**config.mk**
```make
export PLATFORM = sky130hd
export DESIGN_NAME = wb_sram_ctrl_flat
export DESIGN_NICKNAME = d
export VERILOG_FILES = /design/src/mem_types_pkg.sv /design/src/wb_pkg.sv /design/src/sram_bus_if.sv /design/src/wb_sram_ctrl.sv /design/src/flat_wrapper.sv
export VERILOG_INCLUDE_DIRS = /design/src
export SDC_FILE = /design/constraint.sdc
export NUM_CORES = 1
export LEC_CHECK = 0
export ABC_AREA = 1
export BUFFER_PORTS_ARGS = -buffer_cell sky130_fd_sc_hd__buf_2
export CAP_MARGIN = 15
export CORE_ASPECT_RATIO = 0.7
export CORE_MARGIN = 1
export CORE_UTILIZATION = 26
export CTS_BUF_LIST = sky130_fd_sc_hd__clkbuf_4
export DETAILED_ROUTE_END_ITERATION = 6
export GPL_ROUTABILITY_DRIVEN = 0
export PLACE_DENSITY = 0.84
export SETUP_SLACK_MARGIN = 0.05
export SLEW_MARGIN = 40
export SYNTH_ARGS = -nofsm -noshare
export SYNTH_HDL_FRONTEND = slang
export SYNTH_SLANG_ARGS = --single-unit
export TNS_END_PERCENT = 10
```
**constraint.sdc**
```tcl
create_clock -name clk -period 1.1 [get_ports clk]
set_clock_uncertainty 0.2 [all_clocks]
set_input_delay 0.275 -clock clk [delete_from_list [all_inputs] [get_ports clk]]
set_output_delay 0.275 -clock clk [all_outputs]
set_load 0.005 [all_outputs]
```
**src/mem_settings.svh**
```systemverilog
// Memory subsystem sizing
// Geometry of the chip array behind the Wishbone controller.
// Two banks, four 1024 x 4 chips per bank, giving 2048 x 16.
`ifndef MEM_SETTINGS_SVH
`define MEM_SETTINGS_SVH

// Number of banks, each one bus word wide
`define MEM_BANKS 2

// Chips side by side in one word
`define CHIPS_PER_BANK 4

// Words per chip
`define CHIP_DEPTH 1024

// Data width of one chip
`define NIBBLE_W 4

`endif

```
**src/mem_types_pkg.sv**
```systemverilog
// Memory-side types
// Widths of the chip address, chip data, bus word and bank selects,
// all derived from the array geometry.
`include "mem_settings.svh"

package mem_types_pkg;

    // Word address inside one chip
    typedef logic [$clog2(`CHIP_DEPTH)-1:0] chip_addr_t;

    // Data of one chip
    typedef logic [`NIBBLE_W-1:0] nibble_t;

    // One bus word, all chips of a bank together
    typedef logic [`NIBBLE_W*`CHIPS_PER_BANK-1:0] word_t;

    // One select per bank, active low
    typedef logic [`MEM_BANKS-1:0] bank_sel_t;

endpackage

```
**src/wb_pkg.sv**
```systemverilog
// Bus-side types
// Wishbone address layout and the controller state encoding.
`include "mem_settings.svh"

package wb_pkg;

    // Control flag, bank field, chip address
    typedef logic [$clog2(`CHIP_DEPTH)+$clog2(`MEM_BANKS):0] wb_addr_t;

    typedef enum logic [1:0] {
        IDLE   = 2'd0,  // Waiting for stb
        ACK    = 2'd1,  // One-cycle acknowledge
        CLEAR1 = 2'd2,  // First clear cycle
        CLEAR2 = 2'd3   // Second clear cycle
    } ctrl_state_e;

endpackage

```
**src/sram_bus_if.sv**
```systemverilog
// Chip bus between controller and array
// Address, write data and active-low strobes toward the chips,
// OR-combined read data back to the controller.
`timescale 1ns/1ps

interface sram_bus_if;
    import mem_types_pkg::*;

    chip_addr_t address;          // Shared by every chip
    word_t      data_in;          // Nibble k goes to chip k
    bank_sel_t  chip_select_n;    // One per bank
    logic       write_enable_n;
    logic       output_enable_n;
    logic       mem_clear_n;      // Chip clear pin, not the system reset
    word_t      data_out;         // Registered read data

    // Controller side
    modport ctrl (
        output address, data_in, chip_select_n,
        output write_enable_n, output_enable_n, mem_clear_n,
        input  data_out
    );

    // Chip array side
    modport array (
        input  address, data_in, chip_select_n,
        input  write_enable_n, output_enable_n, mem_clear_n,
        output data_out
    );

endinterface

```
**src/wb_sram_ctrl.sv**
```systemverilog
// Wishbone classic slave for the chip array
// Single reads and writes to memory space ack after one cycle.
// A control-space write with data bit 0 set runs two clear cycles
// on every chip before the ack. Other control accesses just ack.
// Chip strobes are combinational from IDLE and stb.
`timescale 1ns/1ps
`include "mem_settings.svh"

module wb_sram_ctrl (
    input  logic                   clk,
    input  logic                   RESET_n,
    input  logic                   wb_cyc,
    input  logic                   wb_stb,
    input  logic                   wb_we,
    input  wb_pkg::wb_addr_t       wb_adr,
    input  mem_types_pkg::word_t   wb_dat_w,
    output mem_types_pkg::word_t   wb_dat_r,
    output logic                   wb_ack,
    sram_bus_if.ctrl               bus
);
    import mem_types_pkg::*;
    import wb_pkg::*;

    localparam int CA_W   = $clog2(`CHIP_DEPTH);  // Chip address bits
    localparam int BANK_W = $clog2(`MEM_BANKS);   // Bank field bits

    ctrl_state_e state;
    ctrl_state_e next_state;
    logic        ack_q;
    logic        req;       // Valid request on the bus
    logic        is_ctrl;   // Top address bit, control space
    bank_sel_t   bank_dec;  // One-hot bank, active high

    assign req     = wb_cyc && wb_stb;
    assign is_ctrl = wb_adr[CA_W+BANK_W];
    assign bank_dec = bank_sel_t'(1) << wb_adr[CA_W +: BANK_W];

    // Address and data go straight through
    assign bus.address = wb_adr[CA_W-1:0];
    assign bus.data_in = wb_dat_w;

    // Next state and chip strobes
    always_comb begin
        next_state          = state;
        bus.chip_select_n   = '1;    // Nothing selected by default
        bus.write_enable_n  = 1'b1;
        bus.output_enable_n = 1'b1;
        bus.mem_clear_n     = 1'b1;
        case (state)
            IDLE: begin
                if (req) begin
                    if (is_ctrl) begin
                        // Clear only on write with bit 0 set
                        next_state = (wb_we && wb_dat_w[0]) ? CLEAR1 : ACK;
                    end else begin
                        bus.chip_select_n   = ~bank_dec;
                        bus.write_enable_n  = !wb_we;
                        bus.output_enable_n = wb_we;   // Read enables outputs
                        next_state          = ACK;
                    end
                end
            end
            CLEAR1: begin
                bus.chip_select_n = '0;  // All banks at once
                bus.mem_clear_n   = 1'b0;
                next_state        = CLEAR2;
            end
            CLEAR2: begin
                bus.chip_select_n = '0;
                bus.mem_clear_n   = 1'b0;
                next_state        = ACK;
            end
            ACK: next_state = IDLE;  // Fresh IDLE before next transfer
            default: next_state = IDLE;
        endcase
    end

    always_ff @(posedge clk) begin
        if (!RESET_n) begin
            state <= IDLE;
            ack_q <= 1'b0;
        end else begin
            state <= next_state;
            ack_q <= (next_state == ACK);  // High for the ACK cycle only
        end
    end

    assign wb_ack   = ack_q;
    assign wb_dat_r = bus.data_out;  // Zero unless a read was strobed

endmodule

```
**src/flat_wrapper.sv**
```systemverilog
// flat-port wrapper written by rule: the top's interface ports become plain ports
module wb_sram_ctrl_flat import mem_types_pkg::*; import wb_pkg::*;
  (clk, RESET_n, wb_cyc, wb_stb, wb_we, wb_adr, wb_dat_w, wb_dat_r, wb_ack, bus_address, bus_data_in, bus_chip_select_n, bus_write_enable_n, bus_output_enable_n, bus_mem_clear_n, bus_data_out);
  sram_bus_if bus_i ();
  input  logic clk;
  input  logic RESET_n;
  input  logic wb_cyc;
  input  logic wb_stb;
  input  logic wb_we;
  input  wb_pkg::wb_addr_t wb_adr;
  input  mem_types_pkg::word_t wb_dat_w;
  output mem_types_pkg::word_t wb_dat_r;
  output logic wb_ack;
  output wire logic [$bits(bus_i.address)-1:0] bus_address;
  output wire logic [$bits(bus_i.data_in)-1:0] bus_data_in;
  output wire logic [$bits(bus_i.chip_select_n)-1:0] bus_chip_select_n;
  output wire logic [$bits(bus_i.write_enable_n)-1:0] bus_write_enable_n;
  output wire logic [$bits(bus_i.output_enable_n)-1:0] bus_output_enable_n;
  output wire logic [$bits(bus_i.mem_clear_n)-1:0] bus_mem_clear_n;
  input wire logic [$bits(bus_i.data_out)-1:0] bus_data_out;
  assign bus_address = bus_i.address;
  assign bus_data_in = bus_i.data_in;
  assign bus_chip_select_n = bus_i.chip_select_n;
  assign bus_write_enable_n = bus_i.write_enable_n;
  assign bus_output_enable_n = bus_i.output_enable_n;
  assign bus_mem_clear_n = bus_i.mem_clear_n;
  assign bus_i.data_out = bus_data_out;
  wb_sram_ctrl u_core (.clk(clk), .RESET_n(RESET_n), .wb_cyc(wb_cyc), .wb_stb(wb_stb), .wb_we(wb_we), .wb_adr(wb_adr), .wb_dat_w(wb_dat_w), .wb_dat_r(wb_dat_r), .wb_ack(wb_ack), .bus(bus_i));
endmodule
```
==> flow_metrics.tcl, run 1 <==
set metrics [dict create \
    status "complete, but fails checks" \
    violations "setup timing" \
    drt_iter0_markers 3 \
    synth_xor_area_share_pct 0 \
    yosys_warnings 0 \
    syn_inst 69 \
    crit_slowest_cell "dfxtp_2" \
    worst_pin_slew_ns 0.179 \
    max_stage_delay_ns 0.33 \
    path_cells "nor3_2 > a21oi_1 > buf_2" \
    viasPerCell 3.97 \
    drc_errors 0 \
    grt_max_degree 4 \
    holdBufCountCts 0 \
    synth_nets 118 \
    cts_tree "done" \
    critPathMaxFanout 3 \
    leakagePower_nw 0.210 \
    ys_seq_elements 3 \
    nets 102 \
    crit_path_end_kind "primary output" \
    synth_compound_area_share_pct 3.51 \
    path_buf_inv 1 \
    antenna_found_initial 0 \
    die_w_um 54.4 \
    dr.pass1.iters 2 \
    insertion_delay_ns 0.23 \
    clk_pin_slew_ns 0.04 \
    critical_path_class "register to primary output" \
    avgSynthCellArea_um2 7.24 \
    dr_total_vias 290 \
    mostFrequentLayoutCell "buf_2" \
    wl_per_cell_um 10.2 \
    wl_met3_um 89 \
    top_layer_used "met4" \
    postRouteWirelength_um 743 \
    insertedDiodeCount 0 \
    wl_met1_um 196 \
    antenna_left 0 \
    first_global_vias 288 \
    drive_gt1_share_pct 69.2 \
    min_path_type "input port to register" \
    core_um2 1700 \
    synthAdderAreaFrac_pct 0 \
    finalCritPeriodShare_pct 132 \
    die_y_um 38.7 \
    seq_area_frac_synth_pct 12.0 \
    dp_hpwl_um 554 \
    hold_violations 0 \
    overflow 0 \
    synth-simple-area-share_pct 16.8 \
    fin_setup_tns_ns -1.74 \
    numClockSinks 3 \
    final_cell_mix "buf_2, buf_4, inv_1, clkbuf_4" \
    peakVddDrop_uv 356 \
    synth_top_family_by_area "buffers and inverters" \
    synth_mux_area_share_pct 0 \
    whs_ns 0.0730 \
    clockBufferDepth 2 \
    cp.arrival_ns 0.98 \
    numCtsBuffers 3 \
    portBuffers 14 \
    syn_area_um2 499 \
    final_util_pct 23.0 \
    area_growth_pct -21.8 \
    root_buffer "clkbuf_4" \
    grt_util_all_layers_pct 7.80 \
    crit_required_ns 0.62 \
    finalSetupViolCount 8 \
    die-area_um2 2100 \
    setup_ws_ns -0.352 \
    rsz0062_at_grt "true" \
    cts.htree.levels 1 \
    num_rows 12 \
    fin_crit_ns 1.45 \
    path_delay_family "flip-flops" \
    start_kind "register" \
    io_pins 97 \
    drv_cap 0 \
    grt_pass1_wl_um 1060 \
    p_per_area_nw_per_um2 1070 \
    drv_slew 0 \
    ys_types 14 \
    fmax_mhz 689 \
    route.met2.wl_um 444 \
    initial_core_util_pct 29.4 \
    maxSlewHeadroom_pct 88.0 \
]
## worst min-delay path, cell delays in order
cell,delay (ns)
buf_2,0.09
nand2_1,0.06
inv_1,0.05
## final cells by class
cell class | instances | area, µm²
flip-flops and latches | 3 | 62.6
well taps | 21 | 26.3
inverters | 6 | 22.5
clock buffers | 4 | 30.0
multi-input cells | 18 | 116
repair buffers | 21 | 133
fillers | 191 | 1310
## cells in the mapped netlist
cell,instances,area [µm²]
nor2_4,1,11.3
nor3_1,1,5.00
buf_4,42,315
a21oi_1,2,10.0
nand3b_1,1,7.51
nand3_1,2,10.0
nand2_1,5,18.8
dfxtp_1,3,60.1
nand2_2,2,12.5
nor2_1,2,7.51
inv_1,4,15.0
a21boi_1,1,7.51
inv_2,2,7.51
nand2_4,1,11.3
## final timing paths
kind                        start              endpoint  slack, ns  cells after the start
hold / removal            RESET_n       u_core.state[0]       0.07                      3
hold reg to reg   u_core.state[1]       u_core.state[1]       0.42                      3
setup / recovery  u_core.state[0]  bus_chip_select_n[0]      -0.35                      3
setup reg to reg  u_core.state[0]         u_core.wb_ack      -0.07                      7
## flip-flops by register name (all words and copies together), names as in the netlist
| register | flops |
|---|---|
| u_core.state | 2 |
| u_core.wb_ack | 1 |
## cells by family (layout without fill, tap and decap cells)
kind of cell,after synthesis,in the layout
buffers and inverters,48,31
and+or+nand+nor,15,15
AOI/OAI and AO/OA,3,3
DFF,3,3
## stage by stage
| stage | instance area, µm² | total power, mW | cells | worst slack, ns |
|---|---|---|---|---|
| final | 390 | 0.416 | 73 | -0.352 |
| after global routing | 390 | 0.426 | 73 | -0.391 |
| after CTS | 372 | 0.414 | 72 | -0.353 |
| after detailed placement | 318 | 0.186 | 67 | -0.267 |
| after global placement | 318 | 0.184 | 67 | -0.228 |
| after floorplan | 499 | 0.270 | 69 | -0.0117 |
## routing by layer
metal | track usage, % | up-vias
met5 | 0 | -
li1 | - | 133
met3 | 7.45 | 2
met4 | 10.3 | 0
met1 | 3.44 | 133
met2 | 13.4 | 22
## power breakdown
group | total [mW] | switching (mW) | internal [mW]
clock network | 0.221 | 0.0600 | 0.161
registers | 0.117 | 0.00295 | 0.114
logic | 0.0779 | 0.0351 | 0.0428
total | 0.416 | 0.0980 | 0.318
## repair_timing
action | 4_1_cts | 5_1_grt
gates resized for setup | 5 | 3
setup buffers | 1 | 1
setup endpoints to repair | 8 | 8
pin swaps | 1 | 3
cloned | 0 | 0
No activity file was read; power rests on OpenSTA's default activity.
==> run 2, diff against run 1 <==
Clock period 1.1 ns to 1.64 ns, I/O delays scaled along.
==> run 2 against run 1 <==
The flow now finishes without violations. Setup slack improved by 0.39 ns. Global-route usage decreased by 1.8 points. First-iteration DRC count decreased by 100%. Critical path depth increased by 2.
==> flow_metrics.tcl, run 2 (synthesized netlist as in run 1, its figures left out) <==
set metrics [dict create \
    status "completed" \
    clockBufferDepth 2 \
    overflow 0 \
    viasPerCell 3.96 \
    switchingPower_uw 61.3 \
    grt_pass1_wl_um 848 \
    rsz0062_at_grt "true" \
    grt_max_degree 5 \
    cp.arrival_ns 0.99 \
    fin_crit_ns 1.60 \
    core_um2 1700 \
    p_comb_share_pct 15.1 \
    dr_total_vias 265 \
    swShare_pct 23.1 \
    critPathMaxFanout 3 \
    fmax_mhz 625 \
    numClockSinks 3 \
    io_pins 97 \
    die-area_um2 2100 \
    drc_errors 0 \
    num_rows 12 \
    final_util_pct 19.5 \
    rr_startpoint "u_core.state[0]" \
    initial_core_util_pct 29.4 \
    critical_path_class "register to primary output" \
    die_y_um 38.7 \
    drv_cap 0 \
    clkPwrFrac_pct 55.0 \
    postRouteWirelength_um 658 \
    drv_slew 0 \
    dp_hpwl_um 510 \
    hold_violations 0 \
    hp-start "RESET_n" \
    finalSetupViolCount 0 \
    p_int_uw 204 \
    drt_iter0_markers 0 \
    max_flop_register "u_core.state" \
    maxSlewHeadroom_pct 90.7 \
    crit_path_end_kind "primary output" \
    holdBufCountCts 0 \
    antenna_left 0 \
    cts_tree "done" \
    start_kind "register" \
    largest_reg_flops 2 \
    worst_pin_slew_ns 0.139 \
    numCtsBuffers 3 \
    mostFrequentLayoutCell "buf_2" \
    root_buffer "clkbuf_4" \
    die_w_um 54.4 \
    insertion_delay_ns 0.23 \
    clk_pin_slew_ns 0.04 \
    seq_power_share_pct 29.9 \
    fin_area_um2 332 \
    place_area_um2 280 \
    p_per_area_nw_per_um2 799 \
    portBuffers 14 \
    insertedDiodeCount 0 \
    first_global_vias 232 \
    wl_per_cell_um 9.82 \
    grt_util_all_layers_pct 5.97 \
    final_cell_mix "buf_2, nand2_1, inv_1, clkbuf_4" \
    dr.pass1.iters 1 \
    min_path_type "input port to register" \
    nets 96 \
    fillers 190 \
    crit_required_ns 1.03 \
    stdcell_count 67 \
    dp.cells 62 \
    peakVddDrop_uv 154 \
    whs_ns 0.203 \
    area_growth_pct -33.6 \
    drive_gt1_share_pct 60.9 \
    finalCritPeriodShare_pct 97.5 \
    leakagePower_nw 0.175 \
    startpoint "u_core.state[0]" \
    antenna_found_initial 0 \
    cts.htree.levels 1 \
]
run 2: changes by cell type in the layout (fill, tap and decap cells not counted):
cell / delta
buf_2: +1
buf_4: -5
buf_6: -2
nand2_1: +2
nand2_2: -1
nand2_4: -1
nor3_2: -1
nor3_4: +1
run 2: timing repair:
action,CTS,global route
buffers inserted,1,0
setup endpoints to repair,4,4
resized for setup,3,1
run 2: final cells by class:
class / instances / area, µm² / area share [%]
timing repair buffer: 15 / 77.6 / 23.4
tap: 21 / 26.3 / 7.92
sequential: 3 / 62.6 / 18.9
inverter: 6 / 22.5 / 6.79
multi-input combinational: 18 / 113 / 34.0
clock buffer: 4 / 30.0 / 9.06
run 2: worst paths after layout:
check                                      endpoint  slack (ns)  cells past startpoint
worst max-delay path            bus_output_enable_n        0.04                      5
worst min register to register      u_core.state[1]        0.31                      2
worst min-delay path                u_core.state[0]        0.20                      3
worst max register to register        u_core.wb_ack        0.62                      6
run 2: per-layer routing:
layer  track usage, %  wire (µm)  up-vias
li1                 -          -      120
met5                0          0        -
met1             3.65        175      125
met4             6.41         12        0
met3             3.92         91        4
met2             11.0        379       16
run 2: power groups by stage:
stage                     clock network, mW  registers, mW  logic (mW)
after global placement                    0         0.0793      0.0373
after CTS                             0.153         0.0789      0.0393
after detailed placement                  0         0.0795      0.0378
after floorplan                           0         0.0794       0.102
final                                 0.146         0.0793      0.0399
after global routing                  0.163         0.0795      0.0449
run 2: stage by stage:
step	setup TNS (ns)	worst slack (ns)	power (mW)
finish	0	0.0406	0.265
global route	-0.0828	-0.0347	0.288
CTS	0	0.0261	0.271
detailed placement	0	0.00423	0.117
global placement	0	0.0248	0.117
floorplan	0	0.282	0.181
run 2: critical path: stages, from the launching register on:
cell      delay (ns)
dfxtp_2         0.33
inv_2           0.07
nand2_4         0.05
nor2_4          0.10
nand3b_1        0.08
buf_2           0.12
==> run 3, diff against run 2 <==
Settings changed: CORE_ASPECT_RATIO 0.7 to 1.2.
==> run 3 against run 2 <==
Cell count is 3.0% higher. Combinational power is 22% higher. Critical path depth stayed put. Register-to-register slack worse by 0.19 ns. Global-route usage is 3.3 points higher. Highest routed layer unchanged.
==> flow_metrics.tcl, run 3 (synthesized netlist as in run 1, its figures left out) <==
set metrics [dict create \
    status "completed" \
    finalSetupViolCount 0 \
    clockBufferDepth 2 \
    portBuffers 14 \
    start_kind "register" \
    wl_per_cell_um 14.3 \
    drt_iter0_markers 6 \
    drv_slew 0 \
    antenna_found_initial 0 \
    core_um2 1830 \
    min_path_type "input port to register" \
    leakagePower_nw 0.196 \
    max_flop_register "u_core.state" \
    die_y_um 50 \
    numCtsBuffers 3 \
    peakVddDrop_uv 263 \
    drc_errors 0 \
    root_buffer "clkbuf_4" \
    first_global_vias 287 \
    grt_max_degree 4 \
    hold_violations 0 \
    num_rows 17 \
    dr.pass1.iters 4 \
    grt_util_all_layers_pct 9.29 \
    rsz0062_at_grt "true" \
    postRouteWirelength_um 984 \
    antenna_left 0 \
    critPathMaxFanout 3 \
    die-area_um2 2100 \
    rr_worst_depth 8 \
    place_ws_ns 0.0126 \
    nets 100 \
    cts_tree "done" \
    rrSetupSlack_ns 0.43 \
    power.total_uw 275 \
    insertedDiodeCount 0 \
    io_pins 97 \
    mostFrequentLayoutCell "buf_2" \
    initial_core_util_pct 27.3 \
    maxSlewHeadroom_pct 89.3 \
    p_per_area_nw_per_um2 768 \
    area_growth_pct -28.3 \
    final_util_pct 19.6 \
    drv_cap 0 \
    worst_pin_slew_ns 0.160 \
    fmax_mhz 625 \
    fillers 216 \
    grt_pass1_wl_um 1370 \
    critical_path_class "register to primary output" \
    dp_hpwl_um 745 \
    hp-start "RESET_n" \
    holdPathStages 3 \
    min_to "u_core.state[0]" \
    clk_pin_slew_ns 0.04 \
    drive_gt1_share_pct 66.0 \
    finalCritPeriodShare_pct 97.6 \
    numClockSinks 3 \
    largest_reg_flops 2 \
    fin_crit_ns 1.60 \
    setup_ws_ns 0.0387 \
    insertion_delay_ns 0.23 \
    crit_path_end_kind "primary output" \
    holdBufCountCts 0 \
    rr_startpoint "u_core.state[0]" \
    cts.htree.levels 1 \
    viasPerCell 4.29 \
    die_w_um 42 \
    overflow 0 \
    cp.arrival_ns 0.99 \
    final_cell_mix "buf_2, nand2_1, buf_4, inv_1, clkbuf_4" \
    dr_total_vias 296 \
    r2r-end "u_core.wb_ack" \
    crit_required_ns 1.03 \
]
[run 3: cell types whose count changed in the layout (fill, tap and decap cells not counted)]
cell,delta
buf_4,+4
nand3_2,+1
nand3_1,-1
nor3_2,+1
nor3_4,-1
[run 3: worst max-delay path by stage]
| stage | from | end | slack, ns | depth (start not counted) |
|---|---|---|---|---|
| final | u_core.state[0] | bus_write_enable_n | 0.04 | 5 |
| after floorplan | wb_cyc | bus_chip_select_n[0] | 0.28 | 3 |
| after global placement | wb_cyc | bus_chip_select_n[0] | 0.007 | 5 |
| after detailed placement | wb_cyc | bus_chip_select_n[1] | 0.01 | 5 |
| after CTS | u_core.state[0] | bus_output_enable_n | 0.02 | 5 |
| after global routing | u_core.state[0] | bus_write_enable_n | -0.02 | 5 |
[run 3: cell type report]
type / count / area [µm²] / share of cell area (%)
multi-input combinational: 18 / 111 / 31.1
clock buffer: 4 / 30.0 / 8.39
inverter: 6 / 22.5 / 6.29
sequential: 3 / 62.6 / 17.5
timing repair buffer: 19 / 108 / 30.1
tap: 19 / 23.8 / 6.64
[run 3: stage by stage]
stage	hold WS, ns	instance area (µm²)	instances	TNS, ns
floorplan	0.301	499	69	0
CTS	0.191	343	67	0
finish	0.202	358	69	0
detailed placement	0.333	278	60	0
global route	0.237	358	69	-0.0197
global placement	0.319	278	60	0
[run 3: routing by layer]
layer	wire length, µm	part of all wire (%)	vias up	track usage [%]
li1	-	-	128	-
met1	353	36	123	8.53
met2	404	41	29	10.9
met3	150	15	16	5.86
met4	75	7.6	0	14.5
met5	0	0	-	0
[run 3: report_power, final]
part / leakage [nW] / switching [mW] / internal, mW
registers: 0.0254 / 0.00208 / 0.0767
clock network: 0.0184 / 0.0398 / 0.108
logic: 0.153 / 0.0240 / 0.0246
total: 0.196 / 0.0659 / 0.209
[run 3: worst max-delay path, stage by stage (launching register included)]
cell	delay (ns)
dfxtp_2	0.33
inv_2	0.08
nand2_4	0.05
nor2_4	0.10
nand3_2	0.07
buf_2	0.13
[run 3: timing repair]
item / CTS / global route
hold endpoints to repair: 0 / 0
setup buffers: 3 / 2
endpoints found under the setup margin: 4 / 4
resized for setup: 4 / 0
pin swaps: 1 / 4
